<file path="src/tx_params.svh">
// widths, table depth, register map and fixed-point position
// for the single-channel transmit chain
`ifndef TX_PARAMS_SVH
`define TX_PARAMS_SVH

// configuration write port
`define TX_CFG_ADDR_WIDTH 4
`define TX_CFG_DATA_WIDTH 32

// datapath widths
`define TX_SAMPLE_WIDTH 16
`define TX_PHASE_WIDTH 24
`define TX_SCALE_WIDTH 16
// scale is signed Q2.14, unity = 16384
`define TX_SCALE_FRAC_BITS 14
`define TX_OFFSET_WIDTH 14

// waveform table and burst counter
`define TX_AWG_DEPTH 16
`define TX_AWG_ADDR_WIDTH 4
`define TX_BURST_WIDTH 16

// register addresses
`define TX_REG_SOURCE 4'd0
`define TX_REG_TRI_INC 4'd1
`define TX_REG_SCALE 4'd2
`define TX_REG_OFFSET 4'd3
`define TX_REG_AWG_DATA 4'd4
`define TX_REG_AWG_LENGTH 4'd5
`define TX_REG_AWG_BURST 4'd6
`define TX_REG_TRIG_SRC 4'd7
`define TX_REG_AWG_PTR 4'd8

`endif

</file>
<file path="src/tx_sample_pkg.sv">
// datapath types: sample, phase, scale, offset
// and a sample carrying a one-bit mark
`default_nettype none
`include "tx_params.svh"

package tx_sample_pkg;

  typedef logic signed [`TX_SAMPLE_WIDTH-1:0] sample_t;
  typedef logic [`TX_PHASE_WIDTH-1:0] phase_t;
  typedef logic signed [`TX_SCALE_WIDTH-1:0] scale_t;
  typedef logic signed [`TX_OFFSET_WIDTH-1:0] offset_t;

  // mark is a frame start (table) or a phase wrap (triangle)
  typedef struct packed {
    sample_t sample;
    logic    mark;
  } tagged_sample_t;

endpackage

`default_nettype wire
</file>
<file path="src/tx_config_pkg.sv">
// configuration types: write port, source select, AWG sequencer state
// and the register struct handed to the datapath
`default_nettype none
`include "tx_params.svh"

package tx_config_pkg;

  import tx_sample_pkg::*;

  typedef logic [`TX_CFG_ADDR_WIDTH-1:0] cfg_addr_t;
  typedef logic [`TX_CFG_DATA_WIDTH-1:0] cfg_data_t;

  typedef enum logic [1:0] {
    SRC_OFF = 2'd0,
    SRC_AWG = 2'd1,
    SRC_TRI = 2'd2
  } tx_source_e;

  typedef enum logic {
    AWG_IDLE = 1'b0,
    AWG_PLAY = 1'b1
  } awg_state_e;

  // trig_src: 0 = AWG frame start, 1 = triangle wrap
  typedef struct packed {
    tx_source_e source;
    phase_t     tri_inc;
    scale_t     scale;
    offset_t    offset;
    logic       trig_src;
  } tx_config_t;

endpackage

`default_nettype wire

</file>
<file path="src/awg_table.sv">
// waveform sample memory, written from the register port,
// read through one register that also carries the frame-start mark
`timescale 1ns/100ps
`default_nettype none
`include "tx_params.svh"

module awg_table
  import tx_sample_pkg::*;
(
  input  wire logic                          ps_clk,
  input  wire logic                          reset_i,
  input  wire logic                          wr_en_i,
  input  wire logic [`TX_AWG_ADDR_WIDTH-1:0] wr_addr_i,
  input  wire sample_t                       wr_data_i,
  input  wire logic                          rd_en_i,
  input  wire logic [`TX_AWG_ADDR_WIDTH-1:0] rd_addr_i,
  input  wire logic                          frame_start_i,
  output tagged_sample_t                     sample_o
);

  sample_t        mem [`TX_AWG_DEPTH];
  tagged_sample_t sample_q;

  // write port
  always_ff @(posedge ps_clk) begin
    if (wr_en_i) begin
      mem[wr_addr_i] <= wr_data_i;
    end
  end

  // registered read
  // idle table reads as zero with no mark
  always_ff @(posedge ps_clk) begin
    if (reset_i) begin
      sample_q <= '0;
    end else if (rd_en_i) begin
      sample_q.sample <= mem[rd_addr_i];
      sample_q.mark   <= frame_start_i;
    end else begin
      sample_q <= '0;
    end
  end

  assign sample_o = sample_q;

endmodule

`default_nettype wire

</file>
<file path="src/scale_offset.sv">
// source select and trigger pick, then scale, offset and saturate,
// two register stages from source to output
`timescale 1ns/100ps
`default_nettype none
`include "tx_params.svh"

module scale_offset
  import tx_sample_pkg::*;
  import tx_config_pkg::*;
(
  input  wire logic           ps_clk,
  input  wire logic           reset_i,
  input  wire tx_config_t     config_i,
  input  wire tagged_sample_t awg_i,
  input  wire tagged_sample_t tri_i,
  output sample_t             data_o,
  output logic                trigger_o
);

  localparam int ProdWidth   = `TX_SAMPLE_WIDTH + `TX_SCALE_WIDTH;
  localparam int ScaledWidth = ProdWidth - `TX_SCALE_FRAC_BITS;
  localparam sample_t SampleMax = {1'b0, {(`TX_SAMPLE_WIDTH-1){1'b1}}};
  localparam sample_t SampleMin = {1'b1, {(`TX_SAMPLE_WIDTH-1){1'b0}}};

  sample_t                          sel_q;
  logic                             trig_q;
  tagged_sample_t                   sel;
  logic                             trig;
  logic signed [ProdWidth-1:0]      product;
  logic signed [ScaledWidth-1:0]    scaled;
  logic signed [ScaledWidth:0]      sum;
  sample_t                          sat;
  sample_t                          data_q;
  logic                             trigger_q;

  // stage one picks the source and its mark
  always_comb begin
    case (config_i.source)
      SRC_AWG: sel = awg_i;
      SRC_TRI: sel = tri_i;
      default: sel = '0;
    endcase
  end

  // trigger only from the source that trig_src names
  assign trig = sel.mark && (config_i.trig_src ? (config_i.source == SRC_TRI)
                                               : (config_i.source == SRC_AWG));

  // stage two arithmetic
  // dropping the low bits floors toward minus infinity
  assign product = $signed(sel_q) * $signed(config_i.scale);
  assign scaled  = product[ProdWidth-1:`TX_SCALE_FRAC_BITS];
  assign sum     = $signed(scaled) + $signed(config_i.offset);

  always_comb begin
    if (sum > $signed(SampleMax)) begin
      sat = SampleMax;
    end else if (sum < $signed(SampleMin)) begin
      sat = SampleMin;
    end else begin
      sat = sum[`TX_SAMPLE_WIDTH-1:0];
    end
  end

  always_ff @(posedge ps_clk) begin
    if (reset_i) begin
      sel_q     <= '0;
      trig_q    <= 1'b0;
      data_q    <= '0;
      trigger_q <= 1'b0;
    end else begin
      sel_q     <= sel.sample;
      trig_q    <= trig;
      data_q    <= sat;
      trigger_q <= trig_q;
    end
  end

  assign data_o    = data_q;
  assign trigger_o = trigger_q;

endmodule

`default_nettype wire

</file>
<file path="src/transmit_top.sv">
// transmit chain top: register control, waveform table,
// triangle generator and output prescaler
`timescale 1ns/100ps
`default_nettype none
`include "tx_params.svh"

module transmit_top
  import tx_sample_pkg::*;
  import tx_config_pkg::*;
(
  input  wire logic      ps_clk,
  input  wire logic      reset_i,
  input  wire logic      cfg_write_i,
  input  wire cfg_addr_t cfg_addr_i,
  input  wire cfg_data_t cfg_data_i,
  output sample_t        data_o,
  output logic           trigger_o,
  output logic           busy_o
);

  tx_config_t                    tx_config;
  logic                          awg_wr_en;
  logic [`TX_AWG_ADDR_WIDTH-1:0] awg_wr_addr;
  sample_t                       awg_wr_data;
  logic                          awg_rd_en;
  logic [`TX_AWG_ADDR_WIDTH-1:0] awg_rd_addr;
  logic                          awg_frame_start;
  logic                          tri_enable;
  tagged_sample_t                awg_sample;
  tagged_sample_t                tri_sample;

  // triangle only runs while selected
  assign tri_enable = (tx_config.source == SRC_TRI);

  tx_control i_tx_control (
    .ps_clk            (ps_clk),
    .reset_i           (reset_i),
    .cfg_write_i       (cfg_write_i),
    .cfg_addr_i        (cfg_addr_i),
    .cfg_data_i        (cfg_data_i),
    .config_o          (tx_config),
    .awg_wr_en_o       (awg_wr_en),
    .awg_wr_addr_o     (awg_wr_addr),
    .awg_wr_data_o     (awg_wr_data),
    .awg_rd_en_o       (awg_rd_en),
    .awg_rd_addr_o     (awg_rd_addr),
    .awg_frame_start_o (awg_frame_start),
    .busy_o            (busy_o)
  );

  awg_table i_awg_table (
    .ps_clk        (ps_clk),
    .reset_i       (reset_i),
    .wr_en_i       (awg_wr_en),
    .wr_addr_i     (awg_wr_addr),
    .wr_data_i     (awg_wr_data),
    .rd_en_i       (awg_rd_en),
    .rd_addr_i     (awg_rd_addr),
    .frame_start_i (awg_frame_start),
    .sample_o      (awg_sample)
  );

  triangle_gen i_triangle_gen (
    .ps_clk      (ps_clk),
    .reset_i     (reset_i),
    .enable_i    (tri_enable),
    .phase_inc_i (tx_config.tri_inc),
    .sample_o    (tri_sample)
  );

  scale_offset i_scale_offset (
    .ps_clk    (ps_clk),
    .reset_i   (reset_i),
    .config_i  (tx_config),
    .awg_i     (awg_sample),
    .tri_i     (tri_sample),
    .data_o    (data_o),
    .trigger_o (trigger_o)
  );

endmodule

`default_nettype wire

</file>
<file path="src/triangle_gen.sv">
// phase accumulator folded into a signed full-scale triangle,
// marking the cycle after each accumulator wrap
`timescale 1ns/100ps
`default_nettype none
`include "tx_params.svh"

module triangle_gen
  import tx_sample_pkg::*;
(
  input  wire logic   ps_clk,
  input  wire logic   reset_i,
  input  wire logic   enable_i,
  input  wire phase_t phase_inc_i,
  output tagged_sample_t sample_o
);

  phase_t                      phase_q;
  logic                        wrap_q;
  logic [`TX_PHASE_WIDTH:0]    phase_sum;
  logic [`TX_SAMPLE_WIDTH-1:0] fold;

  // extra bit holds the carry out
  assign phase_sum = {1'b0, phase_q} + {1'b0, phase_inc_i};

  always_ff @(posedge ps_clk) begin
    if (reset_i) begin
      phase_q <= '0;
      wrap_q  <= 1'b0;
    end else if (enable_i) begin
      phase_q <= phase_sum[`TX_PHASE_WIDTH-1:0];
      wrap_q  <= phase_sum[`TX_PHASE_WIDTH];
    end else begin
      wrap_q <= 1'b0;
    end
  end

  // top bit picks rising or falling half
  assign fold = phase_q[`TX_PHASE_WIDTH-1]
              ? ~phase_q[`TX_PHASE_WIDTH-2 -: `TX_SAMPLE_WIDTH]
              : phase_q[`TX_PHASE_WIDTH-2 -: `TX_SAMPLE_WIDTH];

  // offset binary to two's complement
  assign sample_o.sample = {~fold[`TX_SAMPLE_WIDTH-1], fold[`TX_SAMPLE_WIDTH-2:0]};
  assign sample_o.mark   = wrap_q;

endmodule

`default_nettype wire

</file>
<file path="src/tx_control.sv">
// register decode, AWG write pointer and the burst sequencer
// that walks the table read address frame by frame
`timescale 1ns/100ps
`default_nettype none
`include "tx_params.svh"

module tx_control
  import tx_sample_pkg::*;
  import tx_config_pkg::*;
(
  input  wire logic                          ps_clk,
  input  wire logic                          reset_i,
  input  wire logic                          cfg_write_i,
  input  wire cfg_addr_t                     cfg_addr_i,
  input  wire cfg_data_t                     cfg_data_i,
  output tx_config_t                         config_o,
  output logic                               awg_wr_en_o,
  output logic [`TX_AWG_ADDR_WIDTH-1:0]      awg_wr_addr_o,
  output sample_t                            awg_wr_data_o,
  output logic                               awg_rd_en_o,
  output logic [`TX_AWG_ADDR_WIDTH-1:0]      awg_rd_addr_o,
  output logic                               awg_frame_start_o,
  output logic                               busy_o
);

  tx_config_t                      config_q;
  logic [`TX_AWG_ADDR_WIDTH-1:0]   wr_ptr_q;
  logic [`TX_AWG_ADDR_WIDTH-1:0]   length_q;
  logic [`TX_AWG_ADDR_WIDTH-1:0]   rd_addr_q;
  logic [`TX_BURST_WIDTH-1:0]      frames_q;
  awg_state_e                      state_q;
  logic                            burst_write;
  logic [`TX_BURST_WIDTH-1:0]      burst_count;

  assign burst_write = cfg_write_i && (cfg_addr_i == `TX_REG_AWG_BURST);
  assign burst_count = cfg_data_i[`TX_BURST_WIDTH-1:0];

  // register file and write pointer
  always_ff @(posedge ps_clk) begin
    if (reset_i) begin
      config_q <= '0;
      wr_ptr_q <= '0;
      length_q <= '0;
    end else if (cfg_write_i) begin
      case (cfg_addr_i)
        `TX_REG_SOURCE:     config_q.source <= tx_source_e'(cfg_data_i[1:0]);
        `TX_REG_TRI_INC:    config_q.tri_inc <= cfg_data_i[`TX_PHASE_WIDTH-1:0];
        `TX_REG_SCALE:      config_q.scale <= cfg_data_i[`TX_SCALE_WIDTH-1:0];
        `TX_REG_OFFSET:     config_q.offset <= cfg_data_i[`TX_OFFSET_WIDTH-1:0];
        `TX_REG_TRIG_SRC:   config_q.trig_src <= cfg_data_i[0];
        `TX_REG_AWG_LENGTH: length_q <= cfg_data_i[`TX_AWG_ADDR_WIDTH-1:0];
        `TX_REG_AWG_DATA:   wr_ptr_q <= wr_ptr_q + 1'b1;
        `TX_REG_AWG_PTR:    wr_ptr_q <= cfg_data_i[`TX_AWG_ADDR_WIDTH-1:0];
        default: ;
      endcase
    end
  end

  // burst sequencer
  // a burst write restarts from address 0, a zero count stops at once
  always_ff @(posedge ps_clk) begin
    if (reset_i) begin
      state_q   <= AWG_IDLE;
      rd_addr_q <= '0;
      frames_q  <= '0;
    end else if (burst_write) begin
      rd_addr_q <= '0;
      frames_q  <= burst_count;
      state_q   <= (burst_count != '0) ? AWG_PLAY : AWG_IDLE;
    end else if (state_q == AWG_PLAY) begin
      if (rd_addr_q == length_q) begin
        // end of frame
        rd_addr_q <= '0;
        frames_q  <= frames_q - 1'b1;
        if (frames_q == 1) begin
          state_q <= AWG_IDLE;
        end
      end else begin
        rd_addr_q <= rd_addr_q + 1'b1;
      end
    end
  end

  assign config_o          = config_q;
  assign awg_wr_en_o       = cfg_write_i && (cfg_addr_i == `TX_REG_AWG_DATA);
  assign awg_wr_addr_o     = wr_ptr_q;
  assign awg_wr_data_o     = sample_t'(cfg_data_i[`TX_SAMPLE_WIDTH-1:0]);
  assign awg_rd_en_o       = (state_q == AWG_PLAY);
  assign awg_rd_addr_o     = rd_addr_q;
  assign awg_frame_start_o = (state_q == AWG_PLAY) && (rd_addr_q == '0);
  assign busy_o            = (state_q == AWG_PLAY);

endmodule

`default_nettype wire

</file>
<file path="config.mk">
export PLATFORM = sky130hd
export DESIGN_NAME = transmit_top
export DESIGN_NICKNAME = d
export VERILOG_FILES = /design/src/tx_sample_pkg.sv /design/src/tx_config_pkg.sv /design/src/awg_table.sv /design/src/scale_offset.sv /design/src/transmit_top.sv /design/src/triangle_gen.sv /design/src/tx_control.sv
export VERILOG_INCLUDE_DIRS = /design/src
export SDC_FILE = /design/constraint.sdc
export NUM_CORES = 1
export LEC_CHECK = 0
export BUFFER_PORTS_ARGS = -buffer_cell sky130_fd_sc_hd__buf_4
export CORE_MARGIN = 5
export CORE_UTILIZATION = 40
export DETAILED_ROUTE_END_ITERATION = 8
export SETUP_SLACK_MARGIN = 0.05
export SYNTH_ARGS = -nofsm -noshare
export SYNTH_HDL_FRONTEND = slang
export SYNTH_SLANG_ARGS = --single-unit
</file>
<file path="constraint.sdc">
create_clock -name ps_clk -period 10.6 [get_ports ps_clk]
set_input_delay 1.59 -clock ps_clk [delete_from_list [all_inputs] [get_ports ps_clk]]
set_output_delay 1.59 -clock ps_clk [all_outputs]
set_load 0.02 [all_outputs]
</file>
After elaboration in Yosys (flattened, before gate mapping)
Memories as Yosys holds them, arrays and structs flattened. A register that Yosys moved wholly into a read port is not among the register bits. Index checks and enable logic that the tools add are counted.

Add/sub/neg operators: 5. $mul: 1. Order comparisons: 2. Eq/ne operators: 12. Muxes and demuxes: 17. Bitwise gates (word level): 4. Reductions and logical operators: 22.

Operators with widths (count): $mux W16 (5); $pmux W17 S2 (1); $mul A16 B16 Y32 (1); $add A24 B24 Y25 (1); $add A18 B14 Y19 (1); $gt A19 B16 Y1 const B (1); $lt A19 B16 Y1 const B (1); $eq A16 B1 Y1 const B (1); $eq A4 B3 Y1 const B (4); $not A16 Y16 (1); $reduce_and A2 Y1 (8); $reduce_bool A16 Y1 (1); $sub A16 B1 Y16 const B (1); $mux W15 (1); $add A4 B1 Y4 const B (2); $eq A4 B2 Y1 const B (2); $logic_not A4 Y1 (2); $mux W1 (8); $pmux W4 S2 (1); $reduce_or A2 Y1 (4); $reduce_bool A2 Y1 (3); $eq A4 B1 Y1 const B (1); $eq A4 B4 Y1 (1); $eq A4 B4 Y1 const B (1); 5 further kinds (10).

Bits in registers: 146. Bits in writable memories: 256. Input bits: 39. Output and inout bits: 18. Logic and storage cells: 82. Memories kept: 1.

Memories: i_awg_table.mem (words 16, width 16, read ports 1, clocked after memory_dff 1, write ports 1, RTL line awg_table.sv:21) `` sample_t mem [`TX_AWG_DEPTH]; ``.

Longest topological paths before layout
Word-level depth: 5. Gate-level depth with buffers: 35.

Cells and area by module
A second synthesis with hierarchy kept.

Cells, all modules: 2549. Area total of the unflattened synthesis: 28108.2 sq um.

By module, submodules not included: scale_offset (times used 1, cells an instance 1240, area each 11372.2 sq um); awg_table (times used 1, cells an instance 530, area each 10382.5 sq um); tx_control (times used 1, cells an instance 491, area each 3982.6 sq um); triangle_gen (times used 1, cells an instance 287, area each 2357.3 sq um); transmit_top (times used 1, cells an instance 1, area each 13.8 sq um).

Least setup slack after synthesis
No wires, ideal clock.

Path kind: flip-flop to flip-flop. From: reg i_tx_control.config_q (netlist bit i_tx_control.config_o[16]). To: reg i_scale_offset.data_q[5], in the netlist i_scale_offset.data_o[5]. Setup time: 0.123 ns. Arrival time: 7.767 ns. Data required time: 10.477 ns. Path slack: 2.710 ns. Cell stages (with the launch flop): 32. Buffers on the path: 2. Clock period less this slack: 7.890 ns. Cell sequence: dfxtp_1 clkbuf_1 nand2_1 inv_1 fa_1 inv_1 fa_1 inv_1 fa_1 fa_1 fa_1 inv_1 fa_1 inv_1 ha_1 and4_1 a221o_1 a21oi_1 o21ai_0 o21a_1 nor2_1 xnor2_1 ha_1 a21o_1 a21oi_1 nor2b_1 o31ai_1 nand3_2 o31ai_2 or2_1 buf_6 o21ai_0.

Longest elaborated chain between the ends: 5. Elaborated cells on any way between the ends: 6. Classes of those cells: add/sub: 1; mul: 1; order compare: 2; mux: 2.

Ends and longest elaborated chain: start: declaration (RTL line tx_control.sv:26) `tx_config_t config_q;`; $mul A16 B16 Y32 * (RTL line scale_offset.sv:51) `assign product = $signed(sel_q) * $signed(config_i.scale);`; $add A18 B14 Y19 * (RTL line scale_offset.sv:53) `assign sum = $signed(scaled) + $signed(config_i.offset);`; $lt A19 B16 Y1 (RTL line scale_offset.sv:58) `end else if (sum < $signed(SampleMin)) begin`; $mux W16 (RTL line scale_offset.sv:58); $mux W15 * (RTL line scale_offset.sv:56) `if (sum > $signed(SampleMax)) begin`; end signal: assignment (RTL line scale_offset.sv:74) `data_q <= sat;`; end: declaration (RTL line scale_offset.sv:33) `sample_t data_q;`.

Mark *: on every way between the ends. The rest lies on a longest branch, timed or not. A chain may end at the register's enable or synchronous reset.

Final worst setup path
From: reg i_tx_control.config_q (netlist bit i_tx_control.config_o[22]). To: reg i_scale_offset.data_q[4], in the netlist i_scale_offset.data_o[4].

The elaborated chain is that of the path after synthesis.

==> results.toml <==
[logic_synthesis]
syn-instance-count = 2336
synth_nets = 2770
synth_compound_area_share_pct = 6.42
synth_top_area_share_pct = 28.3
yosys.area.top_type = "edfxtp_1"
avgSynthCellArea_um2 = 11.6
async_reset_ff_share_pct = 0
synth_top_family_by_area = "adder cells"
synth-simple-area-share_pct = 11.1
ys_seq_area_share_pct = 40.3
synth.cell_area_um2 = 27200
synthTopCellsByCount = "inv_1, fa_1, edfxtp_1, nand2_1, dfxtp_1"
synthFlopType = "edfxtp_1"
synth_area_leaders = "edfxtp_1, fa_1, dfxtp_1"
yosys_warnings = 0
synth_most_common_cell = "inv_1"
synthMuxAreaShare_pct = 8.04
ys_types = 68
ys_ff_latch = 418
synth_xor_area_share_pct = 2.87
synth-edff-count = 256
synthAdderAreaFrac_pct = 25.5

[worst_setup_path]
worst-path-max-fanout = 17
worstPathRequired_ns = 11.02
end_kind = "flip-flop"
crit_path_frequent_cell = "fa_1"
critPathKind = "reg2reg"
startpoint_type = "flip-flop"
cp_data_arrival_time_ns = 9.51
critical-path-slowest-cell = "dfxtp_1"
max_stage_delay_ns = 0.86

[sta]
drv_slew = 0
finalSetupViolCount = 0
fin_ws_ns = 1.51
skew_ns = 0.0293
timing.final.crit_share_pct = 85.8
setup_tns_ns = 0
min_period_ns = 9.09
max_slew_margin_pct = 24.7
fmax_ghz = 0.110
hold_viol = 0
rsz0062_at_grt = "no"
worst_pin_slew_ns = 1.13

[global_routing]
antenna_found_initial = 2
grt_pass1_wl_mm = 102
overflow = 0
grt_pass1_vias = 18669
grt_max_degree = 69
grt_use_total_pct = 17.5

[routing]
drt_iter0_markers = 1079
drcViolationCount = 0
vias = 17065
finalWirelength_mm = 62.9
ant_nets = 0
wl_per_cell_um = 19.3
via_per_inst = 5.23
firstDrtPassIters = 7

[placed_design]
gp_congestion = 0.808
dpl.hpwl_mm = 43.9
io_buffer_count = 48
place_worst_setup_slack_ns = 1.46
post_dp_cell_area_um2 = 28400

[power_and_ir_drop]
p_leak_nw = 12.2
pwr-share-seq_pct = 52.3
internal_power_w = 0.00261
max-vdd-ir-drop_uv = 102
switching_share_pct = 21.7
p_switching_w = 0.000724
clkPwrFrac_pct = 44.2
finalPower_w = 0.00333
p_per_area_nw_per_um2 = 112
pwr-share-comb_pct = 3.5

[clocking]
clk_latency_ns = 0.57
cts_hold_buf = 0
htree_num_levels = 2
clkTransAtPathRegs_ns = 0.06
cts_num_sinks = 418
cts-root-buf = "clkbuf_16"
cts_resized = 0
cts_tree = "yes"
cts_setup_buffers = 0
cts_buffer_depth = 3
numCtsBuffers = 43

[worst_hold_path]
worst_hold_path_type = "reg2reg"

[finish]
drive_gt1_share_pct = 10.5
nNetsFinal = 2787
area_growth_pct = 9.75
design_area_um2 = 29800

[run]
drv_cap = 0

[status]
status = "finished, final reports clean"

[floorplanning]
fp.coreArea_um2 = 67300
die_h_um = 271
die_area_um2 = 73200
pin_count = 57
initial_core_util_pct = 40.4
die_w_um = 271
row_count = 95
-- critical path, delay by kind of cell, from the launching register on --
family	cells	cell delay [ns]
compound gates	11	3.04
xor+xnor	1	0.12
fa+ha+maj	8	3.73
buf+inv	3	0.17
flops	1	0.86
simple gates	6	1.01
-- state kept, by name, summed over array words and instances, names as in the netlist --
name	flops
i_triangle_gen.wrap_q	1
i_tx_control.awg_rd_en_o	1
i_awg_table.mem	256
i_scale_offset.trigger_o	1
i_awg_table.sample_o	17
i_scale_offset.trig_q	1
i_tx_control.frames_q	16
i_scale_offset.data_o	16
i_scale_offset.sel_q	16
i_triangle_gen.phase_q	24
i_tx_control.awg_wr_addr_o	4
i_tx_control.config_o	57
i_tx_control.length_q	4
i_tx_control.awg_rd_addr_o	4
-- power groups by stage --
stage / registers (W) / clock network [W] / logic (W)
2_1_floorplan: 0.00178 / 0 / 0.0000562
3_3_place_gp: 0.00178 / 0 / 0.000114
3_5_place_dp: 0.00178 / 0 / 0.000117
4_1_cts: 0.00174 / 0.00151 / 0.000117
5_1_grt: 0.00174 / 0.00158 / 0.000126
6_report: 0.00174 / 0.00147 / 0.000116
-- routing by layer --
metal / global-route usage (%) / wire [um] / vias up
met5: 0 / 0 / -
met2: 30.6 / 31400 / 404
met4: 5.35 / 2070 / 0
met1: 22.9 / 26300 / 8678
met3: 1.91 / 3040 / 106
li1: - / - / 7877
-- final timing paths --
kind | startpoint | end | slack [ns] | depth (start not counted)
setup / recovery | i_tx_control.config_o[22] | i_scale_offset.data_o[4] | 1.51 | 29
hold / removal | i_tx_control.config_o[9] | i_tx_control.config_o[9] | 0.46 | 2
setup reg to reg | i_tx_control.config_o[22] | i_scale_offset.data_o[4] | 1.51 | 29
hold reg to reg | i_tx_control.config_o[9] | i_tx_control.config_o[9] | 0.46 | 2
-- logic make-up (layout without fill, tap and decap cells) --
| kind of cell | after synthesis | count (layout) |
|---|---|---|
| mux | 118 | 118 |
| buf+inv | 417 | 467 |
| other cells | 0 | 1 |
| compound gates | 277 | 277 |
| fa+ha+maj | 395 | 395 |
| xor+xnor | 89 | 89 |
| flops | 418 | 418 |
| simple gates | 622 | 622 |
-- layout make-up --
| class | instances | area, um^2 |
|---|---|---|
| inverters | 316 | 1190 |
| fillers | 6185 | 37500 |
| multi-input cells | 1501 | 14700 |
| clock inverters | 23 | 206 |
| diodes | 1 | 2.50 |
| clock buffers | 55 | 1170 |
| well taps | 873 | 1090 |
| repair buffers | 73 | 548 |
| flip-flops and latches | 418 | 10900 |
-- through the flow --
stage / util (%) / hold WS, ns / cells
2_1_floorplan: - / 0.414 / 2336
3_3_place_gp: 42.2 / 0.449 / 3181
3_5_place_dp: 42.2 / 0.453 / 3181
4_1_cts: 44.3 / 0.461 / 3259
5_1_grt: 44.3 / 0.481 / 3259
6_report: 44.3 / 0.460 / 3260
-- placed cells by master (no fill, tap or decap), types with 80 or more instances in the layout --
master / synthesis / routed
edfxtp_1: 256 / 256
nor2_1: 121 / 121
a21oi_1: 102 / 102
and2_1: 122 / 122
ha_1: 132 / 131
mux4_2: 80 / 80
inv_1: 316 / 316
nand2_1: 233 / 233
dfxtp_1: 162 / 160
fa_1: 263 / 263
Note: power is estimated with default switching activity, not from simulation.
